**src/rtl/qcom_pkg.sv**
```systemverilog
// Shared types for the command peripheral; the command word layout is fixed at 41 bits.
// Local ops set op[4], and only the low four opcode bits travel on to the targets.
package qcom_pkg;

    ////////////////////////////////////////////////////////////////////////////
    // Field widths
    ////////////////////////////////////////////////////////////////////////////
    localparam int OP_W   = 5;
    localparam int ADDR_W = 4;
    localparam int DATA_W = 32;
    // Board id and network delay taken from config registers
    localparam int BID_W  = 4;
    localparam int DLY_W  = 8;

    // Host command as it enters the queue
    typedef struct packed {
        logic [OP_W-1:0]   op;
        logic [ADDR_W-1:0] addr;
        logic [DATA_W-1:0] data;
    } cmd_t;

    // Network view of the data word
    typedef struct packed {
        logic [3:0]  dest;
        logic [3:0]  tag;
        logic [23:0] payload;
    } net_fields_t;

    // Raw register value or network fields, same 32 bits
    typedef union packed {
        logic [DATA_W-1:0] raw;
        net_fields_t       net;
    } cmd_data_u;

    // Latched command seen by both targets
    // op8 holds op[3:0] in the upper nibble, addr below
    typedef struct packed {
        logic [7:0] op8;
        cmd_data_u  data;
    } exec_t;

    // Outgoing board packet
    typedef struct packed {
        logic [3:0]  src;
        logic [3:0]  dest;
        logic [7:0]  code;
        logic [3:0]  tag;
        logic [23:0] payload;
    } net_pkt_t;

    ////////////////////////////////////////////////////////////////////////////
    // Local opcodes and register map
    ////////////////////////////////////////////////////////////////////////////
    localparam logic [3:0] LOP_WR = 4'd0;
    localparam logic [3:0] LOP_RD = 4'd1;

    localparam logic [ADDR_W-1:0] REG_BOARD_ID = 4'd0;
    localparam logic [ADDR_W-1:0] REG_NET_DLY  = 4'd1;
    // Addresses 2..15 are scratch

endpackage
```
**src/rtl/qcom_top.sv**
```systemverilog
// Host starts with FIFO_DEPTH credits and sends only while it holds one.
// Link ack is crossed with SYNC_STAGES flops though both sides share i_clk.
`timescale 1ns/10ps

module qcom_top #(
    parameter int FIFO_DEPTH  = 4,
    parameter int SYNC_STAGES = 2
) (
    input  logic                        i_clk,
    input  logic                        i_rstn,
    input  logic                        i_cmd_valid,
    input  qcom_pkg::cmd_t              i_cmd,
    output logic                        o_credit,
    output logic                        o_rd_valid,
    output logic [qcom_pkg::DATA_W-1:0] o_rd_data,
    output logic                        o_pkt_valid,
    output qcom_pkg::net_pkt_t          o_pkt,
    output logic [3:0]                  o_cmd_cnt
);

    // Queue to dispatcher
    logic                       q_valid;
    qcom_pkg::cmd_t             q_cmd;
    logic                       q_pop;
    // Dispatcher to targets
    logic                       loc_req;
    logic                       net_req;
    qcom_pkg::exec_t            exec;
    logic                       cfg_ack;
    logic                       link_ack_async;
    logic                       link_ack_s;
    // Config to link
    logic [qcom_pkg::BID_W-1:0] board_id;
    logic [qcom_pkg::DLY_W-1:0] net_dly;

    cmd_credit_fifo #(
        .FIFO_DEPTH (FIFO_DEPTH)
    ) u_fifo (
        .i_clk    (i_clk),
        .i_rstn   (i_rstn),
        .i_wr     (i_cmd_valid),
        .i_cmd    (i_cmd),
        .i_pop    (q_pop),
        .o_valid  (q_valid),
        .o_cmd    (q_cmd),
        .o_credit (o_credit)
    );

    req_ack_cmd u_disp (
        .i_clk         (i_clk),
        .i_rstn        (i_rstn),
        .i_valid       (q_valid),
        .i_cmd         (q_cmd),
        .o_pop         (q_pop),
        .i_sync_ack    (cfg_ack),
        .i_async_ack_s (link_ack_s),
        .o_loc_req     (loc_req),
        .o_net_req     (net_req),
        .o_exec        (exec),
        .o_cmd_cnt     (o_cmd_cnt)
    );

    sync_n #(
        .N (SYNC_STAGES)
    ) u_sync (
        .i_clk  (i_clk),
        .i_rstn (i_rstn),
        .i_d    (link_ack_async),
        .o_q    (link_ack_s)
    );

    qcom_cfg u_cfg (
        .i_clk      (i_clk),
        .i_rstn     (i_rstn),
        .i_req      (loc_req),
        .i_exec     (exec),
        .o_ack      (cfg_ack),
        .o_rd_valid (o_rd_valid),
        .o_rd_data  (o_rd_data),
        .o_board_id (board_id),
        .o_net_dly  (net_dly)
    );

    net_link u_link (
        .i_clk       (i_clk),
        .i_rstn      (i_rstn),
        .i_req       (net_req),
        .i_exec      (exec),
        .i_board_id  (board_id),
        .i_net_dly   (net_dly),
        .o_ack       (link_ack_async),
        .o_pkt_valid (o_pkt_valid),
        .o_pkt       (o_pkt)
    );

endmodule

```
**src/rtl/net_link.sv**
```systemverilog
// Packet goes out on a parallel port, no serial link.
// Delay and board id are sampled when the request rises and at packet build.
`timescale 1ns/10ps

module net_link (
    input  logic                       i_clk,
    input  logic                       i_rstn,
    input  logic                       i_req,
    input  qcom_pkg::exec_t            i_exec,
    input  logic [qcom_pkg::BID_W-1:0] i_board_id,
    input  logic [qcom_pkg::DLY_W-1:0] i_net_dly,
    output logic                       o_ack,
    output logic                       o_pkt_valid,
    output qcom_pkg::net_pkt_t         o_pkt
);

    logic                       req_d;
    logic                       req_rise;
    logic                       busy;
    logic                       fire;
    logic [qcom_pkg::DLY_W-1:0] dly_cnt;
    logic                       ack_r;
    logic                       pkt_valid_r;
    qcom_pkg::net_pkt_t         pkt_r;

    assign req_rise = i_req && !req_d;
    // Countdown done
    assign fire     = busy && (dly_cnt == '0);

    always_ff @(posedge i_clk) begin
        if (!i_rstn) begin
            req_d       <= 1'b0;
            busy        <= 1'b0;
            dly_cnt     <= '0;
            ack_r       <= 1'b0;
            pkt_valid_r <= 1'b0;
        end else begin
            req_d       <= i_req;
            pkt_valid_r <= fire;
            if (req_rise) begin
                busy    <= 1'b1;
                dly_cnt <= i_net_dly;
            end else if (fire) begin
                busy <= 1'b0;
            end else if (busy) begin
                dly_cnt <= dly_cnt - 1'b1;
            end
            // Ack up with the packet, down once request is gone
            if (!i_req) begin
                ack_r <= 1'b0;
            end else if (fire) begin
                ack_r <= 1'b1;
            end
        end
    end

    // Packet fields from the network view of the data word
    always_ff @(posedge i_clk) begin
        if (fire) begin
            pkt_r.src     <= i_board_id;
            pkt_r.dest    <= i_exec.data.net.dest;
            pkt_r.code    <= i_exec.op8;
            pkt_r.tag     <= i_exec.data.net.tag;
            pkt_r.payload <= i_exec.data.net.payload;
        end
    end

    assign o_ack       = ack_r;
    assign o_pkt_valid = pkt_valid_r;
    assign o_pkt       = pkt_r;

endmodule

```
**src/rtl/qcom_cfg.sv**
```systemverilog
// Opcodes other than write and read are acknowledged and ignored.
// Read data is valid only in the o_rd_valid cycle.
`timescale 1ns/10ps

module qcom_cfg (
    input  logic                        i_clk,
    input  logic                        i_rstn,
    input  logic                        i_req,
    input  qcom_pkg::exec_t             i_exec,
    output logic                        o_ack,
    output logic                        o_rd_valid,
    output logic [qcom_pkg::DATA_W-1:0] o_rd_data,
    output logic [qcom_pkg::BID_W-1:0]  o_board_id,
    output logic [qcom_pkg::DLY_W-1:0]  o_net_dly
);

    localparam int NREGS = 2 ** qcom_pkg::ADDR_W;

    logic [qcom_pkg::DATA_W-1:0] regs [NREGS];

    logic                        ack_r;
    logic                        start;
    logic [3:0]                  lop;
    logic [qcom_pkg::ADDR_W-1:0] addr;
    logic                        do_wr;
    logic                        do_rd;
    logic                        rd_valid_r;
    logic [qcom_pkg::DATA_W-1:0] rd_data_r;

    // Split op8 back into opcode and address
    assign lop  = i_exec.op8[7:4];
    assign addr = i_exec.op8[3:0];

    // First request cycle, before ack goes up
    assign start = i_req && !ack_r;
    assign do_wr = start && (lop == qcom_pkg::LOP_WR);
    assign do_rd = start && (lop == qcom_pkg::LOP_RD);

    ////////////////////////////////////////////////////////////////////////////
    // Handshake
    ////////////////////////////////////////////////////////////////////////////
    // Ack follows request one cycle late, both edges
    always_ff @(posedge i_clk) begin
        if (!i_rstn) begin
            ack_r <= 1'b0;
        end else begin
            ack_r <= i_req;
        end
    end

    ////////////////////////////////////////////////////////////////////////////
    // Register file
    ////////////////////////////////////////////////////////////////////////////
    // Write lands on the same edge that raises ack
    always_ff @(posedge i_clk) begin
        if (!i_rstn) begin
            regs <= '{default: '0};
        end else if (do_wr) begin
            regs[addr] <= i_exec.data.raw;
        end
    end

    // Read strobe
    always_ff @(posedge i_clk) begin
        if (!i_rstn) begin
            rd_valid_r <= 1'b0;
        end else begin
            rd_valid_r <= do_rd;
        end
    end

    always_ff @(posedge i_clk) begin
        if (do_rd) begin
            rd_data_r <= regs[addr];
        end
    end

    assign o_ack      = ack_r;
    assign o_rd_valid = rd_valid_r;
    assign o_rd_data  = rd_data_r;

    // Live settings for the link engine
    assign o_board_id = regs[qcom_pkg::REG_BOARD_ID][qcom_pkg::BID_W-1:0];
    assign o_net_dly  = regs[qcom_pkg::REG_NET_DLY][qcom_pkg::DLY_W-1:0];

endmodule

```
**src/rtl/req_ack_cmd.sv**
```systemverilog
// One command in flight at a time; op[4] picks local (1) or network (0) target.
// Acknowledges must already be in this clock domain.
`timescale 1ns/10ps

module req_ack_cmd (
    input  logic            i_clk,
    input  logic            i_rstn,
    // Queue side
    input  logic            i_valid,
    input  qcom_pkg::cmd_t  i_cmd,
    output logic            o_pop,
    // Target side
    input  logic            i_sync_ack,
    input  logic            i_async_ack_s,
    output logic            o_loc_req,
    output logic            o_net_req,
    output qcom_pkg::exec_t o_exec,
    // Accepted-command count, wraps
    output logic [3:0]      o_cmd_cnt
);

    typedef enum logic [1:0] {
        IDLE    = 2'b00,
        LOC_REQ = 2'b01,
        NET_REQ = 2'b10,
        ACK     = 2'b11
    } state_t;

    state_t          state_r;
    state_t          state_n;
    logic            ack;
    qcom_pkg::exec_t exec_r;
    logic [3:0]      cnt_r;

    // Either target may answer; only one request is ever open
    assign ack = i_sync_ack | i_async_ack_s;

    // Take a command whenever idle and the queue has one
    assign o_pop = (state_r == IDLE) && i_valid;

    ////////////////////////////////////////////////////////////////////////////
    // Four-phase FSM
    ////////////////////////////////////////////////////////////////////////////
    always_comb begin
        state_n = state_r;
        case (state_r)
            IDLE: begin
                if (i_valid) begin
                    state_n = i_cmd.op[4] ? LOC_REQ : NET_REQ;
                end
            end
            LOC_REQ, NET_REQ: begin
                // Drop request as soon as ack is seen
                if (ack) begin
                    state_n = ACK;
                end
            end
            ACK: begin
                // Wait for target to release ack
                if (!ack) begin
                    state_n = IDLE;
                end
            end
            default: begin
                state_n = IDLE;
            end
        endcase
    end

    always_ff @(posedge i_clk) begin
        if (!i_rstn) begin
            state_r <= IDLE;
            cnt_r   <= '0;
        end else begin
            state_r <= state_n;
            if (o_pop) begin
                cnt_r <= cnt_r + 1'b1;
            end
        end
    end

    // Latched command, stable until next pop
    always_ff @(posedge i_clk) begin
        if (o_pop) begin
            exec_r.op8      <= {i_cmd.op[3:0], i_cmd.addr};
            exec_r.data.raw <= i_cmd.data;
        end
    end

    // Requests are decoded straight from state, so no glitches
    assign o_loc_req = (state_r == LOC_REQ);
    assign o_net_req = (state_r == NET_REQ);
    assign o_exec    = exec_r;
    assign o_cmd_cnt = cnt_r;

    // Local and network channels never overlap, request or ack
    a_req_mutex : assert property (@(posedge i_clk) disable iff (!i_rstn)
        !((o_loc_req || i_sync_ack) && (o_net_req || i_async_ack_s)))
        else $error("local and network handshakes overlap");

endmodule

```
**src/rtl/cmd_credit_fifo.sv**
```systemverilog
// Sender must respect credits; a write into a full queue is dropped and flagged.
`timescale 1ns/10ps

module cmd_credit_fifo #(
    parameter int FIFO_DEPTH = 4
) (
    input  logic            i_clk,
    input  logic            i_rstn,
    input  logic            i_wr,
    input  qcom_pkg::cmd_t  i_cmd,
    input  logic            i_pop,
    output logic            o_valid,
    output qcom_pkg::cmd_t  o_cmd,
    output logic            o_credit
);

    localparam int PTR_W = (FIFO_DEPTH > 1) ? $clog2(FIFO_DEPTH) : 1;
    localparam int CNT_W = $clog2(FIFO_DEPTH + 1);

    // Storage, payload only
    qcom_pkg::cmd_t mem [FIFO_DEPTH];

    logic [PTR_W-1:0] wr_ptr;
    logic [PTR_W-1:0] rd_ptr;
    logic [CNT_W-1:0] count;
    logic             do_wr;
    logic             do_rd;
    logic             credit_r;

    // Gate with fullness and emptiness
    assign do_wr = i_wr && (count != FIFO_DEPTH[CNT_W-1:0]);
    assign do_rd = i_pop && o_valid;

    always_ff @(posedge i_clk) begin
        if (do_wr) begin
            mem[wr_ptr] <= i_cmd;
        end
    end

    ////////////////////////////////////////////////////////////////////////////
    // Pointers, occupancy and credit return
    ////////////////////////////////////////////////////////////////////////////
    always_ff @(posedge i_clk) begin
        if (!i_rstn) begin
            wr_ptr   <= '0;
            rd_ptr   <= '0;
            count    <= '0;
            credit_r <= 1'b0;
        end else begin
            if (do_wr) begin
                wr_ptr <= (wr_ptr == PTR_W'(FIFO_DEPTH - 1)) ? '0 : wr_ptr + 1'b1;
            end
            if (do_rd) begin
                rd_ptr <= (rd_ptr == PTR_W'(FIFO_DEPTH - 1)) ? '0 : rd_ptr + 1'b1;
            end
            // Simultaneous push and pop leaves count unchanged
            if (do_wr && !do_rd) begin
                count <= count + 1'b1;
            end else if (do_rd && !do_wr) begin
                count <= count - 1'b1;
            end
            // One credit back per command handed on
            credit_r <= do_rd;
        end
    end

    assign o_valid  = (count != '0);
    assign o_cmd    = mem[rd_ptr];
    assign o_credit = credit_r;

    // Host credit counter should make this impossible
    a_no_overflow : assert property (@(posedge i_clk) disable iff (!i_rstn)
        i_wr |-> (count != FIFO_DEPTH[CNT_W-1:0]))
        else $error("command written into full queue");

endmodule

```
**src/rtl/sync_n.sv**
```systemverilog
// Level synchronizer only; pulses shorter than one clock may be lost.
`timescale 1ns/10ps

module sync_n #(
    parameter int N = 2
) (
    input  logic i_clk,
    input  logic i_rstn,
    input  logic i_d,
    output logic o_q
);

    // chain[0] is the raw input, chain[N] the synchronized level
    logic [N:0] chain;

    assign chain[0] = i_d;

    always_ff @(posedge i_clk) begin
        if (!i_rstn) begin
            chain[N:1] <= '0;
        end else begin
            chain[N:1] <= chain[N-1:0];
        end
    end

    assign o_q = chain[N];

endmodule

```
**config.mk**
```make
export PLATFORM = sky130hd
export DESIGN_NAME = qcom_top
export DESIGN_NICKNAME = d
export VERILOG_FILES = /design/src/rtl/qcom_pkg.sv /design/src/rtl/qcom_top.sv /design/src/rtl/net_link.sv /design/src/rtl/qcom_cfg.sv /design/src/rtl/req_ack_cmd.sv /design/src/rtl/cmd_credit_fifo.sv /design/src/rtl/sync_n.sv
export SDC_FILE = /design/constraint.sdc
export NUM_CORES = 1
export LEC_CHECK = 0
export BUFFER_PORTS_ARGS = -buffer_cell sky130_fd_sc_hd__clkbuf_2
export CAP_MARGIN = 30
export CORE_MARGIN = 2
export CORE_UTILIZATION = 58
export CTS_BUF_LIST = sky130_fd_sc_hd__clkbuf_4
export DETAILED_ROUTE_END_ITERATION = 12
export PLACE_DENSITY = 0.73
export SYNTH_ARGS = -nofsm -noshare
export SYNTH_HDL_FRONTEND = slang
export SYNTH_HIERARCHICAL = 1
export SYNTH_SLANG_ARGS = --single-unit
```
**constraint.sdc**
```tcl
create_clock -name i_clk -period 8.94 [get_ports i_clk]
set_input_delay 1.788 -clock i_clk [delete_from_list [all_inputs] [get_ports i_clk]]
set_output_delay 1.788 -clock i_clk [all_outputs]
set_load 0.02 [all_outputs]
```
---- After elaboration in Yosys (flattened, before gate mapping) ----
Memory sizes are Yosys's and may differ from the RTL's. A register that Yosys moved wholly into a read port is not among the register bits.
Index checks and enable logic that the tools add are counted.
cells by class
  mux-type cells .......................... 24
  reductions and logical operators ........ 26
  bitwise operators ....................... 2
  $lt $le $gt $ge ......................... 2
  eq/ne operators ......................... 11
  add/subtract/negate cells ............... 6
operators by type and width
  kind                   count
  $bwmux W512            1
  $bmux W32 S4           1
  $demux W32 S4          1
  $mux W32               3
  $mux W8                3
  $mux W2                8
  $logic_and A1 B1 Y1    11
  $eq A2 B2 Y1 const B   4
  $logic_not A8 Y1       1
  $sub A8 B1 Y8 const B  1
  $mux W3                2
  $ne A2 B1 Y1 const B   3
  $pmux W2 S3            1
  $reduce_bool A2 Y1     3
  $ge A5 B5 Y1 const B   1
  $lt A5 B1 Y1 const B   1
  $not A4 Y5             1
  $add A2 B1 Y2 const B  2
  $add A4 B1 Y4 const B  1
  $eq A4 B1 Y1 const B   1
  $logic_not A1 Y1       4
  $logic_not A4 Y1       1
  $mux W1                4
  $reduce_and A2 Y1      2
  10 further kinds       10
word-level totals
  memory bits (writable) .................. 164
  output and inout port bits .............. 83
  memories ................................ 1
  logic and storage cells ................. 110
  register bits ........................... 658
memories
  memory      depth  width  rd ports  clocked after memory_dff  write ports  RTL line               text
  u_fifo.mem  4      41     1         1                         1            cmd_credit_fifo.sv:21  qcom_pkg::cmd_t mem [FIFO_DEPTH];

---- Logic depth before layout (Yosys ltp) ----
Gate-level depths: netlist of run 1.
  depth in word-level cells ............... 6
  gate-level depth with buffers ........... 11

---- Modules after synthesis ----
Netlist of run 1, hierarchy kept.
by module, submodules not included
  module           sequential area each (um2)  area each (um2)  cells each  instances
  qcom_cfg         11,250.8                    27,585.2         2,849       1
  cmd_credit_fifo  5,124.9                     6,466.2          267         1
  net_link         1,561.5                     1,940.6          114         1
  req_ack_cmd      1,321.3                     1,575.3          80          1
  sync_n           40.0                        52.6             4           1

---- Worst setup path before layout of run 1 ----
Ideal clock, no wire load.
  path type ............................... input-to-reg
  start point ............................. in i_cmd_valid
  end point ............................... mem u_fifo/mem[3][0] in the netlist's numbering (enable)
  library setup time ...................... 402 ps
  required time ........................... 8,538 ps
  arrival ................................. 3,099 ps
  slack ................................... 5,438 ps
  stages on the path ...................... 2
  cell sequence ........................... a21boi_2 -> and2_1
on the way
  word-level cells in the longest chain between the ends .. 3
ends and longest elaborated chain
  what                           RTL line               text
  from (decl)                    qcom_top.sv:11         input logic i_cmd_valid,
  $logic_and A1 B1 Y1            cmd_credit_fifo.sv:31  assign do_wr = i_wr && (count != FIFO_DEPTH[CNT_W-1:0]);
  $mux W1                        cmd_credit_fifo.sv:35  if (do_wr) begin
  $mux W1 (implied by the code)  cmd_credit_fifo.sv:36  mem[wr_ptr] <= i_cmd;
  to (decl)                      cmd_credit_fifo.sv:21
Every way passes these cells.

---- Final worst setup path of run 1 ----
  start point ............................. reg u_disp.state_r[1]
  end point ............................... reg u_cfg/regs[431] in the netlist's numbering
on the way
  word-level cells in the longest chain between the ends .. 3
ends and longest elaborated chain
  what                             RTL line           text
  from (decl)                      req_ack_cmd.sv:29  state_t state_r;
  from (signal assigned)           req_ack_cmd.sv:75  state_r <= state_n;
  $eq A2 B1 Y1                     req_ack_cmd.sv:91  assign o_loc_req = (state_r == LOC_REQ);
  net loc_req                      qcom_top.sv:26     logic loc_req;
  $logic_and A1 B1 Y1              qcom_cfg.sv:35     assign start = i_req && !ack_r;
  $logic_and A1 B1 Y1              qcom_cfg.sv:36     assign do_wr = start && (lop == qcom_pkg::LOP_WR);
  to (signal, indexed assignment)  qcom_cfg.sv:59     regs[addr] <= i_exec.data.raw;
  to (decl)                        qcom_cfg.sv:19     logic [qcom_pkg::DATA_W-1:0] regs [NREGS];
The timed path passes the listed nets, and every way through them passes these cells.
A chain may end at the register's enable or synchronous reset.

==> results_dict.tcl, run 1 <==
set metrics [dict create \
    setup_viol 0 \
    critPathKind "register to register" \
    syn2layout_area_growth_pct 6.76 \
    synth-edff-count 280 \
    outcome "finished, final reports clean" \
    cp_data_required_time_ps 9880 \
    via_per_inst 7.18 \
    final.setup.tns_ps 0 \
    maxSlewViolCount 0 \
    clkSinkCount 824 \
    cts.htree.levels 4 \
    synthTopCellsByArea "dfxtp_1 29%, edfxtp_1 22%, mux4_2 10%" \
    clock-root-buffer "clkbuf_4" \
    min_to "u_sync/o_q" \
    cts_setup_buffers 0 \
    wl_microns 107000 \
    fmax_mhz 262 \
    syn_area_per_cell_sq_um 11.4 \
    worstPathArrival_ps 4750 \
    grt_remaining_overflow 0 \
    min_path_type "register to register" \
    rr_worst_depth 7 \
    max-vdd-ir-drop_uv 324 \
    startpoint_type "register" \
    ys_seq_elements 824 \
    yosysWarnings 6 \
    first_pass_iters 7 \
    grt.total_usage_pct 31.2 \
    fin_crit_ps 3810 \
    cp_slowest_stage_delay_ps 910 \
    die_y_microns 259 \
    synth_most_common_cell "dfxtp_1" \
    cts-resized-gates 0 \
    grt_pass1_vias 30000 \
    sequentialPowerShare_pct 41.9 \
    power_uw 11600 \
    crit_slowest_cell "buf_4" \
    maxCapViolCount 0 \
    first_iter_violations 3943 \
    hold_viol_final 0 \
    pwr-share-clk_pct 27.1 \
    port_buffers 126 \
    clk_pin_slew_ps 60 \
    p_per_area_mw_per_mm2 288 \
    ys_seq_area_share_pct 51.3 \
    nNetsFinal 3232 \
    coreArea_sq_mm 0.0643 \
    synth_top_area_share_pct 28.9 \
    skew_ps 48.1 \
    timing.rr.start "u_disp/state_r[1]" \
    synth_top_area_cell "dfxtp_1" \
    synth_cells 3314 \
    grt_max_degree 269 \
    finalCritPeriodShare_pct 42.7 \
    dieArea_sq_mm 0.0669 \
    synth_area_sq_mm 0.0376 \
    path_cells "inv_1, ha_1, or4b_4, buf_12, buf_4, o31ai_1, a21oi_1" \
    async_reset_ff_share_pct 0 \
    ys_types 61 \
    switching_power_uw 4900 \
    hold_depth 1 \
    drive_above_1_share_pct 24.6 \
    die_width_microns 259 \
    pin_count 127 \
    fillers 4990 \
    crit_fanout 184 \
    tightest_slew_ps 1190 \
    slew-limit-headroom_pct 20.5 \
    cts_buffer_depth 3 \
    comb_power_share_pct 31.0 \
    cts_tree "yes" \
    wl_per_cell_microns 25.5 \
    drtAntennaViolNets 0 \
    leakage_uw 0.0123 \
    num_vias 30100 \
    synth_ff_type "dfxtp_1" \
    insertion_delay_ps 1030 \
    dpl.hpwl_microns 54300 \
    ctsHoldBuffers 0 \
    initial_utilization_pct 58.5 \
    antenna_found_initial 6 \
    regToRegSetupSlack_ps 5130 \
    rsz0062_at_grt "no" \
    rows 93 \
    grt_pass1_wl_microns 165000 \
    p_int_uw 6670 \
    hold_slack_ps 440 \
    worstHoldStart "u_sync/chain[1]" \
    finalWeightedCongestion 0.757 \
    swShare_pct 42.4 \
    synthTopCellsByCount "544 x dfxtp_1, 516 x a21oi_1, 512 x nand4_1" \
    tritoncts.num_buffers 202 \
    r2r_end "u_cfg/regs[431]" \
    drc 0 \
    synth_nets 3373 \
    worst_setup_path_end_kind "register" \
]
-- sequential cells by signal, indices dropped and copies added (netlist names), named ones only --
signal,flops
u_link/dly_cnt,8
u_sync/o_q,1
u_cfg/o_ack,1
u_fifo/o_credit,1
u_cfg/regs,500
u_cfg/o_board_id,4
u_fifo/wr_ptr,2
u_fifo/count,3
u_link/req_d,1
u_fifo/mem,164
u_fifo/rd_ptr,2
u_cfg/o_net_dly,8
u_disp/o_cmd_cnt,4
u_disp/state_r,2
u_link/o_pkt,44
u_link/o_ack,1
u_link/busy,1
u_disp/o_exec,40
u_cfg/o_rd_data,32
u_sync/chain,1
u_cfg/o_rd_valid,1
u_link/o_pkt_valid,1
-- power by group through the flow --
stage	sequential (uW)	combinational [uW]	clock (uW)
floorplan	4460	2690	0
global placement	4880	3340	0
detailed placement	4910	3450	0
CTS	4830	3450	3200
global route	4890	3680	3400
finish	4850	3590	3140
-- cells in the final DEF (no fill, tap or decap), drive strengths merged, types with 46 or more instances in the layout --
| cell | count |
|---|---|
| dfxtp | 544 |
| a21oi | 516 |
| o31ai | 513 |
| nand4 | 512 |
| clkbuf | 436 |
| edfxtp | 280 |
| mux4 | 169 |
| a22oi | 64 |
| buf | 60 |
| nand2 | 55 |
| clkinv | 46 |
-- per-layer routing --
layer	share of wire, %	wire length (microns)	global-route usage, %
met3	11	12200	7.84
met2	47	50700	49.3
met1	39	41200	41.2
met5	0.025	27	0
met4	2.5	2680	12.9
-- how the worst max path moves through the flow --
stage	to	slack (ps)	startpoint	depth (start not counted)
after floorplan	u_fifo/mem[3][0]	5440	i_cmd_valid	2
after global placement	u_cfg/regs[89]	4570	i_rstn	4
after detailed placement	u_cfg/regs[362]	4630	i_rstn	4
after CTS	u_cfg/regs[13]	5170	u_disp/state_r[1]	7
after global routing	u_cfg/regs[337]	4950	u_disp/state_r[1]	7
final	u_cfg/regs[431]	5130	u_disp/state_r[1]	7
-- layout make-up --
class,count,area (sq um),share of cell area [%]
Antenna cell,1,2.50,0.00623
Clock buffer,310,2330,5.79
Clock inverter,55,303,0.754
Inverter,11,48.8,0.121
Multi-Input combinational cell,1948,15700,39.2
Sequential cell,824,19300,48.1
Tap cell,855,1070,2.66
Timing Repair Buffer,186,1370,3.41
-- metrics by stage --
stage,setup slack (ps),cell area (sq um),instances,util (%)
global route,4950,40200,4190,62.4
finish,5130,40200,4190,62.4
CTS,5170,40000,4183,62.2
floorplan,5440,37600,3314,-
global placement,4570,37200,3813,57.9
detailed placement,4630,37400,3818,58.1
-- worst max-delay path: cells and delay by family, from the launching register on --
family | cells | cell delay, ps
buffers and inverters | 3 | 1600
AOI/OAI and AO/OA | 2 | 380
and+or+nand+nor | 1 | 820
adders and majority gates | 1 | 210
DFF | 1 | 380
-- cells by family after synthesis --
family / after synthesis / share of synthesized area, %
simple gates: 630 / 10.2
buf+inv: 542 / 7.22
fa+ha+maj: 15 / 0.519
xor+xnor: 5 / 0.116
compound gates: 1120 / 20.2
flops: 824 / 51.3
mux: 178 / 10.4
Note: power is estimated with default switching activity, not from simulation.
==> run 2: changes to the inputs <==
ABC_AREA = 1   (was default)
PLACE_DENSITY = 0.76   (was 0.73)
clock period = 3.33 ns   (was 8.94 ns; I/O delays follow)
==> run 2 against run 1 <==
  * Design area up 3.8%
  * Utilization rose by 2.6 points
  * Highest routed layer unchanged
  * Sequential power is 150% higher
  * Register-to-register slack worse by 4400 ps
  * Routed wire length is 2.5% higher
  * Non-clock buffer count increased by 72
  * Area after synthesis fell by 0.68%
  * Critical path depth increased by 1
  * Die area is 0.67% lower
  * Sequential share of layout area decreased by 1.8 points
  * Count of clock-buffer cells in the layout up 2
==> results_dict.tcl, run 2 <==
set metrics [dict create \
    outcome "finished, final reports clean" \
    synthTopCellsByCount "1952 x nand2_1, 1151 x nor2_1, 544 x dfxtp_1" \
    coreArea_sq_mm 0.0641 \
    clock-root-buffer "clkbuf_4" \
    max-vdd-ir-drop_uv 922 \
    comb_power_share_pct 28.6 \
    antenna_found_initial 3 \
    drtAntennaViolNets 0 \
    synth_ff_type "dfxtp_1" \
    dieArea_sq_mm 0.0665 \
    first_iter_violations 3734 \
    finalCritPeriodShare_pct 79.5 \
    first_pass_iters 6 \
    slew-limit-headroom_pct 15.1 \
    p_per_area_mw_per_mm2 700 \
    synth-edff-count 280 \
    syn_area_per_cell_sq_um 7.16 \
    swShare_pct 40.1 \
    dpl.hpwl_microns 62200 \
    crit_fanout 32 \
    yosysWarnings 6 \
    wl_per_cell_microns 17.3 \
    grt_remaining_overflow 0 \
    cts_buffer_depth 3 \
    async_reset_ff_share_pct 0 \
    finalWeightedCongestion 0.887 \
    rows 93 \
    pwr-share-clk_pct 30.0 \
    drive_above_1_share_pct 11.5 \
    worst_setup_path_end_kind "register" \
    leakage_uw 0.0186 \
    synth_nets 5281 \
    grt_max_degree 226 \
    skew_ps 42.3 \
    die_y_microns 258 \
    drc 0 \
    sequentialPowerShare_pct 41.3 \
    setup_viol 0 \
    ys_types 35 \
    clkSinkCount 824 \
    p_int_uw 17500 \
    synth_cells 5222 \
    largest-register "u_cfg/regs" \
    cp_data_required_time_ps 4300 \
    switching_power_uw 11700 \
    regToRegSetupSlack_ps 680 \
    layout_common_cells "1952 x nand2_1, 1147 x nor2_1, 543 x dfxtp_1" \
    insertion_delay_ps 1060 \
    rsz0062_at_grt "no" \
    initial_utilization_pct 58.3 \
    hold_viol_final 0 \
    tritoncts.num_buffers 204 \
    fmax_mhz 378 \
    synth_top_area_share_pct 29.1 \
    min_path_type "input port to register" \
    largest_reg_flops 500 \
    pin_count 127 \
    place_ws_ps 770 \
    r2r_end "u_cfg/regs[95]" \
    cts_tree "yes" \
    hold_depth 2 \
    port_buffers 126 \
    synth_area_sq_mm 0.0374 \
    grt.total_usage_pct 32.6 \
    setup.worst_path.end "u_cfg/regs[95]" \
    worstPathArrival_ps 3620 \
    cts_setup_buffers 0 \
    fin_crit_ps 2650 \
    ys_seq_area_share_pct 51.6 \
    synthTopCellsByArea "dfxtp_1 29%, edfxtp_1 23%, nand2_1 20%" \
    synth_most_common_cell "nand2_1" \
    critPathKind "register to register" \
    rr_worst_depth 8 \
    final.setup.tns_ps 0 \
    num_vias 34300 \
    syn2layout_area_growth_pct 11.6 \
    via_per_inst 5.42 \
    fin_ws_ps 683 \
    ys_seq_elements 824 \
    nNetsFinal 5366 \
    fillers 5636 \
    crit_path_start "u_disp/state_r[1]" \
    grt_pass1_vias 31900 \
    die_width_microns 258 \
    layout_commonest_cell "nand2_1" \
    startpoint_type "register" \
    maxSlewViolCount 0 \
    tightest_slew_ps 1270 \
    wl_microns 109000 \
    cts.htree.levels 4 \
    maxCapViolCount 0 \
    timing.rr.start "u_disp/state_r[1]" \
    synth_top_area_cell "dfxtp_1" \
    clk_pin_slew_ps 70 \
    grt_pass1_wl_microns 172000 \
]
run 2: cell count changes after synthesis, moves of 94 or more:
cell	change
nand4_1	-509
nand3_1	+521
o31ai_2	-100
inv_1	+137
mux4_2	-168
clkbuf_1	-94
nor2_1	+1145
nand2_1	+1898
a21oi_1	-510
o31ai_1	-413
run 2: worst min path at each step:
stage	start	to	slack (ps)
floorplan	u_sync/chain[1]	u_sync/o_q	390
global placement	u_sync/chain[1]	u_sync/o_q	390
detailed placement	u_sync/chain[1]	u_sync/o_q	410
CTS	i_cmd[21]	u_fifo/mem[2][21]	230
global route	i_cmd[21]	u_fifo/mem[2][21]	310
finish	i_cmd[21]	u_fifo/mem[2][21]	360
run 2: area by class of cell:
cell class	count	area (sq um)	area share, %
inverter	169	649	1.56
multi-input combinational	3850	15900	38.0
clock inverter	61	390	0.936
clock buffer	312	2340	5.62
tap	855	1070	2.57
antenna	2	5.00	0.0120
timing repair buffer	258	2090	5.02
sequential	824	19300	46.3
run 2: power by group through the flow:
stage	combinational (uW)	clock, uW	sequential, uW
detailed placement	8080	0	12200
global route	8840	9430	12100
global placement	8020	0	12200
finish	8360	8760	12100
floorplan	5120	0	12100
CTS	8150	8920	12000
run 2: timing repair:
action | in CTS | in global routing
gates resized for setup | 0 | 0
hold buffers | 44 | 0
endpoints found under the hold margin | 174 | 0
run 2: logic make-up (layout without fill, tap and decap cells):
kind of cell	after synthesis	after routing	share of synthesized area [%]
buf+inv	548	800	6.31
compound gates	147	147	2.17
simple gates	3687	3687	39.3
xor+xnor	1	1	0.0234
flops	824	824	51.6
fa+ha+maj	15	15	0.522
other cells	0	2	0
run 2: metal layers:
layer | share of wire [%] | global-route usage (%)
met3 | 10 | 6.70
met1 | 41 | 43.3
met5 | 0.012 | 0
met4 | 3.5 | 15.3
met2 | 46 | 51.4
run 2: per-stage QoR:
stage | cell area, sq um | utilization (%) | hold WS, ps | std cells | power, uW
after global placement | 38500 | 60.1 | 392 | 5912 | 20300
after detailed placement | 38500 | 60.1 | 413 | 5912 | 20300
final | 41700 | 65.0 | 359 | 6331 | 29200
after floorplan | 37400 | - | 390 | 5222 | 17200
after CTS | 41700 | 65.0 | 227 | 6329 | 29100
after global routing | 41700 | 65.0 | 312 | 6331 | 30400
run 2: critical path, stage by stage (launching register included):
cell     delay [ps]
dfxtp_1         330
inv_1           120
ha_1            170
inv_1            80
nor2_2          150
nand4_4         480
nor2_4          980
nor2_1          120
nor2_1          110
